[src/source/pg_format_pkg.sv]
package pg_format_pkg;

    //////////////////////////////
    // word widths
    //////////////////////////////

    // key code (7) followed by key fraction (6)
    localparam int pitch_w     = 13;
    localparam int pdelta_w    = 17;
    localparam int phase_w     = 20;
    localparam int out_phase_w = 10;
    localparam int fnum_base_w = 12;

    //////////////////////////////
    // table increment word
    //////////////////////////////

    // calcmode 1: plain four bit multiplicand
    typedef struct packed {
        logic [3:0] mcand;
        logic       calcmode;
    } inc_mode1_t;

    // calcmode 0: three bit multiplicand plus the +4 suppress flag
    typedef struct packed {
        logic [2:0] mcand;
        logic       no_plus4;
        logic       calcmode;
    } inc_mode0_t;

    // calcmode sits in bit 0 of both views
    typedef union packed {
        inc_mode1_t m1;
        inc_mode0_t m0;
    } inc_word_u;

endpackage
[src/source/pg_table_pkg.sv]
package pg_table_pkg;
    import pg_format_pkg::*;

    //////////////////////////////
    // note to f-number rom
    //////////////////////////////

    // packed as {base, increment word} with unused notes reading zero
    function automatic logic [fnum_base_w+4:0] fnum_rom(input logic [5:0] idx);
        case (idx)
            6'h00: fnum_rom = {12'b010100_010011, 5'b00111};
            6'h01: fnum_rom = {12'b010100_100110, 5'b00111};
            6'h02: fnum_rom = {12'b010100_111001, 5'b00111};
            6'h03: fnum_rom = {12'b010101_001100, 5'b01001};
            6'h04: fnum_rom = {12'b010101_100000, 5'b01001};
            6'h05: fnum_rom = {12'b010101_110100, 5'b01001};
            6'h06: fnum_rom = {12'b010110_001000, 5'b01011};
            6'h07: fnum_rom = {12'b010110_011101, 5'b01001};
            6'h08: fnum_rom = {12'b010110_110010, 5'b01011};
            6'h09: fnum_rom = {12'b010111_000111, 5'b01011};
            6'h0A: fnum_rom = {12'b010111_011101, 5'b01101};
            6'h0B: fnum_rom = {12'b010111_110011, 5'b01101};
            6'h10: fnum_rom = {12'b011000_001001, 5'b01101};
            6'h11: fnum_rom = {12'b011000_011111, 5'b01101};
            6'h12: fnum_rom = {12'b011000_110110, 5'b01111};
            6'h13: fnum_rom = {12'b011001_001101, 5'b01111};
            6'h14: fnum_rom = {12'b011001_100101, 5'b01111};
            6'h15: fnum_rom = {12'b011001_111100, 5'b10001};
            6'h16: fnum_rom = {12'b011010_010101, 5'b10001};
            6'h17: fnum_rom = {12'b011010_101101, 5'b10001};
            6'h18: fnum_rom = {12'b011011_000110, 5'b10011};
            6'h19: fnum_rom = {12'b011011_011111, 5'b10011};
            6'h1A: fnum_rom = {12'b011011_111001, 5'b10101};
            6'h1B: fnum_rom = {12'b011100_010011, 5'b10101};
            6'h20: fnum_rom = {12'b011100_101101, 5'b10101};
            6'h21: fnum_rom = {12'b011101_001000, 5'b10111};
            6'h22: fnum_rom = {12'b011101_100011, 5'b10111};
            6'h23: fnum_rom = {12'b011101_111110, 5'b11001};
            6'h24: fnum_rom = {12'b011110_011010, 5'b11001};
            6'h25: fnum_rom = {12'b011110_110111, 5'b11001};
            6'h26: fnum_rom = {12'b011111_010011, 5'b11011};
            6'h27: fnum_rom = {12'b011111_110000, 5'b11101};
            6'h28: fnum_rom = {12'b100000_001110, 5'b11101};
            6'h29: fnum_rom = {12'b100000_101100, 5'b11101};
            6'h2A: fnum_rom = {12'b100001_001010, 5'b11111};
            6'h2B: fnum_rom = {12'b100001_101001, 5'b11111};
            6'h30: fnum_rom = {12'b100010_001001, 5'b11111};
            6'h31: fnum_rom = {12'b100010_101000, 5'b11110};
            6'h32: fnum_rom = {12'b100011_001001, 5'b11110};
            6'h33: fnum_rom = {12'b100011_101001, 5'b11110};
            6'h34: fnum_rom = {12'b100100_001011, 5'b11110};
            6'h35: fnum_rom = {12'b100100_101100, 5'b11110};
            6'h36: fnum_rom = {12'b100101_001110, 5'b11100};
            6'h37: fnum_rom = {12'b100101_110001, 5'b11100};
            6'h38: fnum_rom = {12'b100110_010100, 5'b11100};
            6'h39: fnum_rom = {12'b100110_111000, 5'b11100};
            6'h3A: fnum_rom = {12'b100111_011100, 5'b11100};
            6'h3B: fnum_rom = {12'b101000_000001, 5'b11100};
            default: fnum_rom = '0;
        endcase
    endfunction

    function automatic logic [fnum_base_w-1:0] fnum_base_lookup(input logic [5:0] idx);
        logic [fnum_base_w+4:0] entry;
        entry = fnum_rom(idx);
        fnum_base_lookup = entry[fnum_base_w+4:5];
    endfunction

    function automatic inc_word_u fnum_inc_lookup(input logic [5:0] idx);
        logic [fnum_base_w+4:0] entry;
        entry = fnum_rom(idx);
        fnum_inc_lookup = entry[4:0];
    endfunction

    //////////////////////////////
    // dt1 constants
    //////////////////////////////

    function automatic logic [3:0] dt1_intensity_offset(input logic [1:0] dt1_lo);
        case (dt1_lo)
            2'd0: dt1_intensity_offset = 4'd0;
            2'd1: dt1_intensity_offset = 4'd8;
            2'd2: dt1_intensity_offset = 4'd10;
            default: dt1_intensity_offset = 4'd11;
        endcase
    endfunction

    // even intensities use the lower row and odd ones the upper
    function automatic logic [4:0] dt1_base_lookup(input logic odd, input logic [1:0] sel);
        case ({odd, sel})
            3'b0_00: dt1_base_lookup = 5'b10000;
            3'b0_01: dt1_base_lookup = 5'b10001;
            3'b0_10: dt1_base_lookup = 5'b10011;
            3'b0_11: dt1_base_lookup = 5'b10100;
            3'b1_00: dt1_base_lookup = 5'b10110;
            3'b1_01: dt1_base_lookup = 5'b11000;
            3'b1_10: dt1_base_lookup = 5'b11011;
            default: dt1_base_lookup = 5'b11101;
        endcase
    endfunction

endpackage

[src/source/pg_top.sv]
`timescale 1ns/1ps

module pg_top #(
    parameter int phase_slots = 32
) (
    input  logic       i_EMUCLK,
    input  logic       i_rst,
    input  logic [6:0] i_kc,
    input  logic [5:0] i_kf,
    input  logic [2:0] i_dt1,
    input  logic [3:0] i_mul,
    input  logic       i_phase_rst,
    output logic [9:0] o_phase,
    output logic [4:0] o_eg_shift
);

    logic [16:0] shifted_pdelta;
    logic [16:0] detune_value;
    logic [3:0]  mul_d;

    // f-number and detune run side by side, both 4 cycles deep
    pg_fnum_path u_fnum_path (
        .i_EMUCLK         (i_EMUCLK),
        .i_rst            (i_rst),
        .i_kc             (i_kc),
        .i_kf             (i_kf),
        .o_shifted_pdelta (shifted_pdelta)
    );

    pg_detune_path u_detune_path (
        .i_EMUCLK       (i_EMUCLK),
        .i_rst          (i_rst),
        .i_kc           (i_kc),
        .i_dt1          (i_dt1),
        .i_mul          (i_mul),
        .o_detune_value (detune_value),
        .o_mul          (mul_d),
        .o_eg_shift     (o_eg_shift)
    );

    pg_phase_accum #(
        .phase_slots (phase_slots)
    ) u_phase_accum (
        .i_EMUCLK         (i_EMUCLK),
        .i_rst            (i_rst),
        .i_shifted_pdelta (shifted_pdelta),
        .i_detune_value   (detune_value),
        .i_mul            (mul_d),
        .i_phase_rst      (i_phase_rst),
        .o_phase          (o_phase)
    );

endmodule

[src/source/pg_phase_accum.sv]
`timescale 1ns/1ps

module pg_phase_accum
    import pg_format_pkg::*;
#(
    parameter int phase_slots = 32
) (
    input  logic                   i_EMUCLK,
    input  logic                   i_rst,
    input  logic [pdelta_w-1:0]    i_shifted_pdelta,
    input  logic [pdelta_w-1:0]    i_detune_value,
    input  logic [3:0]             i_mul,
    input  logic                   i_phase_rst,
    output logic [out_phase_w-1:0] o_phase
);

    // phase_rst arrives with the slot settings four cycles ahead of the increment
    logic [3:0]             rst_align;
    logic                   rst_s1, rst_s2;

    logic [pdelta_w-1:0]    sum_s1;
    logic [3:0]             mul_s1;
    logic [pdelta_w+3:0]    prod_full;
    logic [phase_w-1:0]     prod_s2;
    logic [phase_w-1:0]     phase_q;
    logic [phase_w-1:0]     ring [0:phase_slots-2];

    assign prod_full = {4'b0, sum_s1} * {{pdelta_w{1'b0}}, mul_s1};

    //////////////////////////////
    // detune, multiple, add
    //////////////////////////////

    always_ff @(posedge i_EMUCLK) begin
        if (i_rst) begin
            rst_align <= '0;
            rst_s1    <= 1'b0;
            rst_s2    <= 1'b0;
            sum_s1    <= '0;
            mul_s1    <= '0;
            prod_s2   <= '0;
            phase_q   <= '0;
        end else begin
            rst_align <= {rst_align[2:0], i_phase_rst};
            rst_s1    <= rst_align[3];
            rst_s2    <= rst_s1;

            // carry out is dropped
            sum_s1 <= i_shifted_pdelta + i_detune_value;
            mul_s1 <= i_mul;

            // mul 0 means half
            if (mul_s1 == 4'd0) begin
                prod_s2 <= phase_w'(sum_s1 >> 1);
            end else begin
                prod_s2 <= prod_full[phase_w-1:0];
            end

            if (rst_s2) begin
                phase_q <= '0;
            end else begin
                phase_q <= ring[phase_slots-2] + prod_s2;
            end
        end
    end

    //////////////////////////////
    // slot ring
    //////////////////////////////

    always_ff @(posedge i_EMUCLK) begin
        if (i_rst) begin
            for (int i = 0; i < phase_slots - 1; i++) begin
                ring[i] <= '0;
            end
        end else begin
            ring[0] <= phase_q;
            for (int i = 1; i < phase_slots - 1; i++) begin
                ring[i] <= ring[i-1];
            end
        end
    end

    assign o_phase = phase_q[phase_w-1:phase_w-out_phase_w]; 

    // first phase after reset adds a cleared ring entry and a cleared product
    a_reset_clears_phase: assert property (@(posedge i_EMUCLK)
        $fell(i_rst) |=> (o_phase == '0));

endmodule

[src/source/pg_detune_path.sv]
`timescale 1ns/1ps

module pg_detune_path
    import pg_format_pkg::*, pg_table_pkg::*;
(
    input  logic                i_EMUCLK,
    input  logic                i_rst,
    input  logic [6:0]          i_kc,
    input  logic [2:0]          i_dt1,
    input  logic [3:0]          i_mul,
    output logic [pdelta_w-1:0] o_detune_value,
    output logic [3:0]          o_mul,
    output logic [4:0]          o_eg_shift
);

    logic [4:0] shift_s1, shift_s2, shift_s3;
    logic [2:0] dt1_s1;
    logic [3:0] mul_s1, mul_s2, mul_s3;

    logic [4:0] intensity;
    logic [1:0] base_sel;
    logic [4:0] intensity_s2;
    logic [4:0] base_s2;
    logic       neg_s2, neg_s3;
    logic       zero_s2;
    logic [4:0] mag_s3;
    logic [pdelta_w-1:0] mag_ext;

    // top octaves fall back to the first selector
    assign intensity = {2'b00, shift_s1[4:2]} + {1'b0, dt1_intensity_offset(dt1_s1[1:0])} + 5'd1;
    assign base_sel  = (shift_s1 >= 5'd28) ? 2'd0 : shift_s1[1:0];
    assign mag_ext   = {{(pdelta_w-5){1'b0}}, mag_s3};

    //////////////////////////////
    // dt1 pipeline
    //////////////////////////////

    always_ff @(posedge i_EMUCLK) begin
        if (i_rst) begin
            shift_s1       <= '0;
            dt1_s1         <= '0;
            mul_s1         <= '0;
            intensity_s2   <= '0;
            base_s2        <= '0;
            neg_s2         <= 1'b0;
            zero_s2        <= 1'b0;
            shift_s2       <= '0;
            mul_s2         <= '0;
            mag_s3         <= '0;
            neg_s3         <= 1'b0;
            shift_s3       <= '0;
            mul_s3         <= '0;
            o_detune_value <= '0;
            o_eg_shift     <= '0;
            o_mul          <= '0;
        end else begin
            shift_s1 <= i_kc[6:2];
            dt1_s1   <= i_dt1;
            mul_s1   <= i_mul;

            intensity_s2 <= intensity;
            base_s2      <= dt1_base_lookup(intensity[0], base_sel);
            neg_s2       <= dt1_s1[2];
            zero_s2      <= (dt1_s1[1:0] == 2'b00);
            shift_s2     <= shift_s1;
            mul_s2       <= mul_s1;

            // keep more base bits as intensity rises
            if (zero_s2) begin
                mag_s3 <= '0;
            end else begin
                case (intensity_s2[4:1])
                    4'd5: mag_s3 <= {4'b0, base_s2[4]};
                    4'd6: mag_s3 <= {3'b0, base_s2[4:3]};
                    4'd7: mag_s3 <= {2'b0, base_s2[4:2]};
                    4'd8: mag_s3 <= {1'b0, base_s2[4:1]};
                    4'd9: mag_s3 <= base_s2;
                    default: mag_s3 <= '0;
                endcase
            end
            neg_s3   <= neg_s2;
            shift_s3 <= shift_s2;
            mul_s3   <= mul_s2;

            o_detune_value <= neg_s3 ? (~mag_ext + 1'b1) : mag_ext;
            o_eg_shift     <= shift_s3;
            o_mul          <= mul_s3;
        end
    end

    a_dt1_off_no_detune: assert property (@(posedge i_EMUCLK) disable iff (i_rst)
        (dt1_s1[1:0] == 2'b00) |-> ##3 (o_detune_value == '0));

endmodule

[src/source/pg_fnum_path.sv]
`timescale 1ns/1ps

module pg_fnum_path
    import pg_format_pkg::*, pg_table_pkg::*;
(
    input  logic                i_EMUCLK,
    input  logic                i_rst,
    input  logic [6:0]          i_kc,
    input  logic [5:0]          i_kf,
    output logic [pdelta_w-1:0] o_shifted_pdelta
);

    // without vibrato the pitch word is just kc:kf
    logic [pitch_w-1:0]     pitch;

    logic [fnum_base_w-1:0] base_s1;
    inc_word_u              inc_s1;
    logic [3:0]             mult_s1;
    logic [4:0]             shift_s1;

    logic [4:0]             lead;
    logic [6:0]             inc_sum;
    logic [fnum_base_w-1:0] base_s2;
    logic [6:0]             inc_s2;
    logic [4:0]             shift_s2;

    logic [fnum_base_w-1:0] fnum_s3;
    logic [4:0]             shift_s3;

    assign pitch = {i_kc, i_kf};

    //////////////////////////////
    // stage 1 and 2
    //////////////////////////////

    // decompress the fine increment word
    always_comb begin
        if (inc_s1.m1.calcmode) begin
            lead = {1'b1, inc_s1.m1.mcand};
            inc_sum = 7'(lead & {5{mult_s1[3]}})
                    + 7'((lead >> 1) & {5{mult_s1[2]}})
                    + 7'((lead >> 2) & {5{mult_s1[1]}})
                    + 7'((lead >> 3) & {5{mult_s1[0]}});
        end else begin
            lead = {1'b1, inc_s1.m0.mcand, 1'b1};
            inc_sum = 7'(lead & {5{mult_s1[3]}})
                    + 7'((lead >> 1) & {5{mult_s1[2]}})
                    + 7'((lead >> 3) & {5{mult_s1[0]}})
                    + ((&mult_s1[3:2] && !inc_s1.m0.no_plus4) ? 7'd4 : 7'd0)
                    + (mult_s1[3] ? 7'd1 : 7'd0)
                    + (mult_s1[1] ? 7'd8 : 7'd0)
                    + (mult_s1[0] ? 7'd2 : 7'd0);
        end
    end

    always_ff @(posedge i_EMUCLK) begin
        if (i_rst) begin
            base_s1  <= '0;
            inc_s1   <= '0;
            mult_s1  <= '0;
            shift_s1 <= '0;
            base_s2  <= '0;
            inc_s2   <= '0;
            shift_s2 <= '0;
        end else begin
            base_s1  <= fnum_base_lookup(pitch[9:4]);
            inc_s1   <= fnum_inc_lookup(pitch[9:4]);
            mult_s1  <= pitch[3:0];
            shift_s1 <= pitch[12:8];
            base_s2  <= base_s1;
            inc_s2   <= inc_sum;
            shift_s2 <= shift_s1;
        end
    end

    //////////////////////////////
    // stage 3 and 4
    //////////////////////////////

    always_ff @(posedge i_EMUCLK) begin
        if (i_rst) begin
            fnum_s3          <= '0;
            shift_s3         <= '0;
            o_shifted_pdelta <= '0;
        end else begin
            // lsb of the increment is dropped
            fnum_s3  <= base_s2 + {6'b0, inc_s2[6:1]};
            shift_s3 <= shift_s2;
            // octave 0 goes right by two and octave 7 left by five
            case (shift_s3[4:2])
                3'd0: o_shifted_pdelta <= {7'b0, fnum_s3[11:2]};
                3'd1: o_shifted_pdelta <= {6'b0, fnum_s3[11:1]};
                3'd2: o_shifted_pdelta <= {5'b0, fnum_s3};
                3'd3: o_shifted_pdelta <= {4'b0, fnum_s3, 1'b0};
                3'd4: o_shifted_pdelta <= {3'b0, fnum_s3, 2'b0};
                3'd5: o_shifted_pdelta <= {2'b0, fnum_s3, 3'b0};
                3'd6: o_shifted_pdelta <= {1'b0, fnum_s3, 4'b0};
                default: o_shifted_pdelta <= {fnum_s3, 5'b0};
            endcase
        end
    end

    // note codes 3, 7, 11, 15 are holes in the table
    a_note_hole_zero: assert property (@(posedge i_EMUCLK) disable iff (i_rst)
        (i_kc[1:0] == 2'd3) |=> (base_s1 == '0));

endmodule

[config.mk]
export PLATFORM = sky130hd
export DESIGN_NAME = pg_top
export DESIGN_NICKNAME = d
export VERILOG_FILES = /design/src/source/pg_format_pkg.sv /design/src/source/pg_table_pkg.sv /design/src/source/pg_top.sv /design/src/source/pg_phase_accum.sv /design/src/source/pg_detune_path.sv /design/src/source/pg_fnum_path.sv
export SDC_FILE = /design/constraint.sdc
export NUM_CORES = 1
export LEC_CHECK = 0
export ABC_AREA = 0
export BUFFER_PORTS_ARGS = -buffer_cell sky130_fd_sc_hd__buf_2
export CAP_MARGIN = 40
export CORE_MARGIN = 1.5
export CORE_UTILIZATION = 62
export CTS_CLUSTER_DIAMETER = 60
export DETAILED_ROUTE_END_ITERATION = 10
export PLACE_DENSITY = 0.79
export SLEW_MARGIN = 20
export SYNTH_ARGS = -nofsm -noshare
export SYNTH_HDL_FRONTEND = slang
export SYNTH_HIERARCHICAL = 1
export SYNTH_SLANG_ARGS = --single-unit
[constraint.sdc]
create_clock -name i_EMUCLK -period 4.4 [get_ports i_EMUCLK]
set_input_delay 0 -clock i_EMUCLK [delete_from_list [all_inputs] [get_ports i_EMUCLK]]
set_output_delay 0 -clock i_EMUCLK [all_outputs]
set_load 0.01 [all_outputs]
==> results of run 1 <==
==> cells in the final DEF (no fill, tap or decap), drive strengths merged, types with 8 or more instances in the layout <==
cell           n
a211oi        17
a21o          27
a21oi         98
a31oi         15
and2          51
buf           50
clkbuf       109
clkinv        15
dfxtp        829
dlygate4sd3   29
fa            43
ha            93
inv          115
mux2           8
mux2i         17
nand2        120
nand2b        27
nand3         24
nand3b         8
nand4         12
nor2         103
nor2b        718
nor3          31
nor3b          9
o211ai        16
o21a          11
o21ai         63
or3            9
xnor2         21
xor2          17
==> metal layers <==
layer	share of wire, %	wire length (µm)	global-route usage [%]	up-vias
met5	0	0	0	-
met4	2.2	1070	6.67	0
met3	3.5	1710	3.84	89
met2	46	22500	32.6	299
met1	48	23200	27.4	8143
li1	-	-	-	8852
==> registers in the layout, summed over array words and instances (netlist names), 6 cells and up <==
signal	count
u_fnum_path/fnum_s3	12
u_detune_path/o_detune_value	9
u_phase_accum/ring	620
u_fnum_path/base_s2	12
u_fnum_path/o_shifted_pdelta	17
u_fnum_path/base_s1	12
u_phase_accum/phase_q	20
u_phase_accum/sum_s1	17
u_fnum_path/inc_s2	6
u_phase_accum/prod_s2	20
==> timing repair <==
item,in CTS,in global routing
buffers inserted,0,0
setup endpoints to repair,0,0
hold buffers,29,0
hold endpoints to repair,114,0
==> logic make-up (layout without fill, tap and decap cells) <==
group	after synthesis	after routing	synth area share (%)
compound gates	318	318	7.15
xor+xnor	38	38	1.14
fa+ha+maj	137	137	6.97
buf+inv	267	328	3.95
flops	829	829	56.9
mux	31	31	1.37
simple gates	1137	1137	22.5
==> metrics by stage <==
step / hold slack, ps / worst slack (ps)
floorplan: 128 / 886
global placement: 214 / 574
detailed placement: 215 / 491
CTS: 27.7 / 488
global route: 88.7 / 236
finish: 58.8 / 450
==> Yosys cell counts, drive strengths merged, types with 4 or more instances <==
master and instances:
o21a 11, nand3b 8, inv 111, mux4 6, and3 5, nor3b 9, clkbuf 97, o211ai 16
a21boi 7, a21o 27, a211oi 17, mux2i 17, o21ai 63, fa 43, o311ai 6, nand2b 27
buf 58, nor3 31, or3 9, a311oi 4, nor2 103, or2 5, nand2 120, ha 93
xor2 17, nor2b 718, mux2 8, nand4 12, a32o 5, a31oi 15, xnor2 21, a221oi 5
o31ai 4, dfxtp 829, a2111oi 7, and2 51, a211o 4, a21oi 98, nand3 24
==> tightest hold or removal path, cell delays in order <==
cell	delay, ps
buf_2	330
nand3_1	170
a311oi_1	90
==> where the power goes <==
part / internal [mW] / leakage (nW) / total [mW] / switching (mW)
clock: 3.93 / 1.27 / 6.63 / 2.70
sequential: 7.57 / 6.69 / 7.62 / 0.0501
combinational: 0.163 / 5.34 / 0.443 / 0.280
total: 11.7 / 13.3 / 14.7 / 3.03
==> path summary, 6_finish.rpt <==
check | start | endpoint | slack (ps) | cells past startpoint
worst max-delay path | u_phase_accum/mul_s1[3] | u_phase_accum/prod_s2[12] | 450 | 12
worst min-delay path | i_kc[1] | u_fnum_path/base_s1[1] | 60 | 3
worst max register to register | u_phase_accum/mul_s1[3] | u_phase_accum/prod_s2[12] | 450 | 12
worst min register to register | u_phase_accum/ring[0][61] | u_phase_accum/ring[0][81] | 420 | 1
==> area by class of cell <==
type	instances	share of cell area (%)
clock inverters	28	1.14
inverters	112	1.29
multi-input cells	1661	35.2
clock buffers	109	6.80
flip-flops and latches	829	51.1
well taps	607	2.34
repair buffers	79	2.09
==> flow_summary.json, run 1 <==
{
  "post-dp-hpwl_um": 29700,
  "ys_seq_area_share_pct": 56.9,
  "row_count": 79,
  "overflow": 0,
  "clock-sinks": 829,
  "synth_cells": 2757,
  "worst_clock_skew_ps": 25.5,
  "setup_viol": 0,
  "multiInputGateArea_mm2": 0.0114,
  "clock.fmax_ghz": 0.253,
  "grt_max_degree": 233,
  "finalMaxSlewViolations": 0,
  "ys_types": 90,
  "yosysTopAreaCell": "dfxtp_1",
  "placed_cells": 3257,
  "num_vias": 17383,
  "crit_path_start_kind": "flop",
  "htreeDepth": 3,
  "finish.utilization_pct": 69.9,
  "max-clock-path-buffers": 3,
  "final.period_utilization_pct": 89.8,
  "grt_pass1_vias": 16856,
  "ir_drop_v": 0.000525,
  "crit_fanout": 19,
  "num_antenna_cells": 0,
  "start_util_pct": 62.8,
  "maxCapViolCount": 0,
  "cts-root-buf": "clkbuf_16",
  "slowest_stage": "dfxtp_1",
  "drt_iter0_drc": 917,
  "netlist.area_leader.share_pct": 56.9,
  "io_pins": 38,
  "synth-edff-count": 0,
  "critPathKind": "reg -> reg",
  "p_leak_nw": 13.3,
  "antenna_found_initial": 0,
  "hold_path_class": "in -> reg",
  "hold_viol_final": 0,
  "die_w_um": 220,
  "dpl_cell_area_mm2": 0.0295,
  "syn-cell-area_mm2": 0.0292,
  "synth.avg_cell_area_um2": 10.6,
  "nets": 2919,
  "area.growth.synth_to_final_pct": 11.3,
  "ys_ff_latch": 829,
  "vias_per_cell": 5.08,
  "status": "complete, no violations",
  "worst_path_largest_cell_delay_ps": 700,
  "crit_buf_inv": 2,
  "stdcell_count": 3425,
  "setup.worst_path.end_class": "flop",
  "crit_top_cell": "fa_1",
  "slew_headroom_pct": 42.5,
  "stdcell_area_mm2": 0.0325,
  "layout-drive-gt1-share_pct": 7.35,
  "worst_pin_slew_ps": 863,
  "place.gp.congestion": 0.860,
  "fin_crit_ps": 3950,
  "cts.repair.resized": 0,
  "cp.required_ps": 4870,
  "grt_usage_pct": 20.2,
  "synthTopCellsByArea": "dfxtp_1, nor2b_1, ha_1",
  "wl_per_cell_um": 14.1,
  "critPathArrivalTime_ps": 4420,
  "p_per_area_mw_per_mm2": 452,
  "syn-num-nets": 2916,
  "wirelength_um": 48500,
  "cts_buffers": 77,
  "rsz0062_at_grt": "false",
  "crit_family": "adder cells",
  "die_h_um": 220,
  "finalPower_mw": 14.7,
  "grt_pass1_wl_um": 80500,
  "synthArstFlopShare_pct": 0,
  "drc_errors": 0,
  "port_buffers": 37,
  "cts_tree": "done",
  "clk_pin_slew_ps": 60,
  "coreArea_mm2": 0.0465,
  "ys.flop_type": "dfxtp_1",
  "synth_warnings": 6,
  "setup_tns_ps": 0,
  "clock_latency_ps": 620,
  "drt-pass1-iter-count": 6,
  "die_area_mm2": 0.0484,
  "seq_area_mm2": 0.0166,
  "antenna_left": 0,
  "fillerInstances": 3460,
  "path_cells": "nand2_1, fa_1, inv_1, fa_1, inv_1, fa_1, nand2b_1, a21oi_1, o211a_1, nor2_1, a2111oi_0, a2111oi_1"
}
Note: power is estimated with default switching activity, not from simulation.
==> run 2: changes to the inputs <==
--- a/config.mk
+++ b/config.mk
@@ -9,4 +9,5 @@
 export BUFFER_PORTS_ARGS = -buffer_cell sky130_fd_sc_hd__buf_2
 export CAP_MARGIN = 40
+export CORE_ASPECT_RATIO = 1.1
 export CORE_MARGIN = 1.5
 export CORE_UTILIZATION = 62
==> constraint.sdc (replaced) <==
create_clock -name i_EMUCLK -period 4.4 [get_ports i_EMUCLK]
set_input_delay 0.22 -clock i_EMUCLK [delete_from_list [all_inputs] [get_ports i_EMUCLK]]
set_output_delay 0.22 -clock i_EMUCLK [all_outputs]
set_load 0.01 [all_outputs]
==> flow_summary.json, run 2 (synthesized netlist as in run 1, its figures left out) <==
{
  "status": "complete, no violations",
  "maxCapViolCount": 0,
  "antenna_left": 0,
  "hold_viol_final": 0,
  "reg_top3": "u_phase_accum/ring (620), u_phase_accum/phase_q (20), u_phase_accum/prod_s2 (20)",
  "cts.repair.resized": 0,
  "regMostFlops": "u_phase_accum/ring",
  "post-dp-hpwl_um": 29400,
  "max-clock-path-buffers": 3,
  "die_h_um": 231,
  "rr_startpoint": "u_phase_accum/mul_s1[3]",
  "setup.worst_path.end_class": "flop",
  "cts_setup_buffers": 0,
  "grt_pass1_vias": 17275,
  "largest_reg_flops": 620,
  "clock-sinks": 829,
  "r2r_end": "u_phase_accum/prod_s2[12]",
  "ff2ff_path_depth": 12,
  "ir_drop_v": 0.000477,
  "critPathKind": "reg -> reg",
  "p_leak_nw": 13.3,
  "htreeDepth": 3,
  "setup_viol": 0,
  "finalPower_mw": 14.9,
  "clk_pin_slew_ps": 60,
  "cts_buffers": 78,
  "io_pins": 38,
  "antenna_found_initial": 0,
  "cp.required_ps": 4850,
  "place.gp.congestion": 0.857,
  "r2r_slack_ps": 450,
  "setup_tns_ps": 0,
  "worst_pin_slew_ps": 980,
  "start_util_pct": 62.7,
  "crit_path_start_kind": "flop",
  "p_per_area_mw_per_mm2": 459,
  "fin_crit_ps": 3950,
  "num_antenna_cells": 0,
  "clock_latency_ps": 620,
  "clock.fmax_ghz": 0.253,
  "cts_tree": "done",
  "crit_fanout": 19,
  "port_buffers": 37,
  "layout-drive-gt1-share_pct": 7.71,
  "mostFrequentLayoutCells": "dfxtp_1, nor2b_1, nand2_1, inv_1, nor2_1",
  "hold_path_class": "in -> reg",
  "overflow": 0,
  "nets": 2901,
  "row_count": 83,
  "grt_usage_pct": 20.5,
  "coreArea_mm2": 0.0465,
  "crit_end": "u_phase_accum/prod_s2[12]",
  "num_vias": 17365,
  "final.period_utilization_pct": 89.7,
  "drt_iter0_drc": 1083,
  "vias_per_cell": 5.11,
  "area.growth.synth_to_final_pct": 10.9,
  "rsz0062_at_grt": "false",
  "finalMaxSlewViolations": 0,
  "grt_max_degree": 218,
  "slew_headroom_pct": 34.7,
  "wirelength_um": 48600,
  "die_w_um": 210,
  "wl_per_cell_um": 14.3,
  "drc_errors": 0,
  "cts-root-buf": "clkbuf_16",
  "drt-pass1-iter-count": 5,
  "grt_pass1_wl_um": 82800,
  "die_area_mm2": 0.0484,
  "critPathArrivalTime_ps": 4400,
  "worstSetupStartpoint": "u_phase_accum/mul_s1[3]",
  "final_common_cell": "dfxtp_1",
  "worst_clock_skew_ps": 18.2
}
==> run 2: cell count changes in the layout (fill, tap and decap cells not counted), sizes merged <==
| cell | before | now |
|---|---|---|
| dlygate4sd3 | 29 | 15 |
| clkinv | 15 | 25 |
| clkbuf | 109 | 101 |
| buf | 50 | 45 |
| inv | 115 | 117 |
| clkinvlp | 3 | 2 |
==> run 2: layout make-up <==
class | instances | area [µm²]
Sequential cell | 829 | 16600
Fill cell | 3427 | 14200
Multi-Input combinational cell | 1661 | 11400
Clock buffer | 101 | 2230
Tap cell | 595 | 744
Timing Repair Buffer | 60 | 482
Clock inverter | 39 | 445
Inverter | 112 | 420
==> run 2: how the worst min path moves through the flow <==
stage / startpoint / end / slack, ps / cells after the start
final: i_rst / u_detune_path/shift_s1[0] / 50 / 2
after CTS: i_kc[3] / u_detune_path/shift_s1[1] / 50 / 2
after detailed placement: u_phase_accum/ring[0][118] / u_phase_accum/ring[0][138] / 420 / 1
after floorplan: i_dt1[0] / u_detune_path/dt1_s1[0] / 350 / 1
after global placement: u_phase_accum/ring[0][79] / u_phase_accum/ring[0][99] / 420 / 1
after global routing: i_kc[3] / u_detune_path/shift_s1[1] / 90 / 2
==> run 2: worst max-delay path, stage by stage (launching register included) <==
cell,delay (ps)
dfxtp_1,680
nand2_1,170
fa_1,560
inv_1,60
fa_1,560
inv_1,60
fa_1,430
nand2b_1,190
a21oi_1,230
o211a_1,280
nor2_1,80
a2111oi_0,370
a2111oi_1,120
==> run 2: where the power goes <==
group	leakage, nW	internal, mW	switching [mW]
logic	5.24	0.149	0.278
clock network	1.34	4.03	2.78
registers	6.69	7.57	0.0491
total	13.3	11.7	3.11
==> run 2: routing by layer <==
layer / routed length [µm] / GRT usage (%) / share of wire, %
met5: 0 / 0 / 0
met4: 1010 / 7.04 / 2.1
met3: 1740 / 3.62 / 3.6
met2: 23200 / 33.7 / 48
met1: 22600 / 27.3 / 47
==> run 2: timing repair <==
item,in CTS,in global routing
hold buffers,15,0
endpoints found under the hold margin,18,0
endpoints found under the setup margin,0,0
==> run 2: through the flow <==
stage | cells | util [%] | cell area [µm²] | setup WS [ps] | hold WS (ps)
after floorplan | 2757 | - | 29200 | 886 | 348
after global placement | 3238 | 63.3 | 29500 | 580 | 416
after detailed placement | 3241 | 63.4 | 29500 | 471 | 420
after CTS | 3396 | 69.5 | 32300 | 479 | 50.9
after global routing | 3397 | 69.5 | 32400 | 133 | 86.1
final | 3397 | 69.5 | 32400 | 453 | 50.7
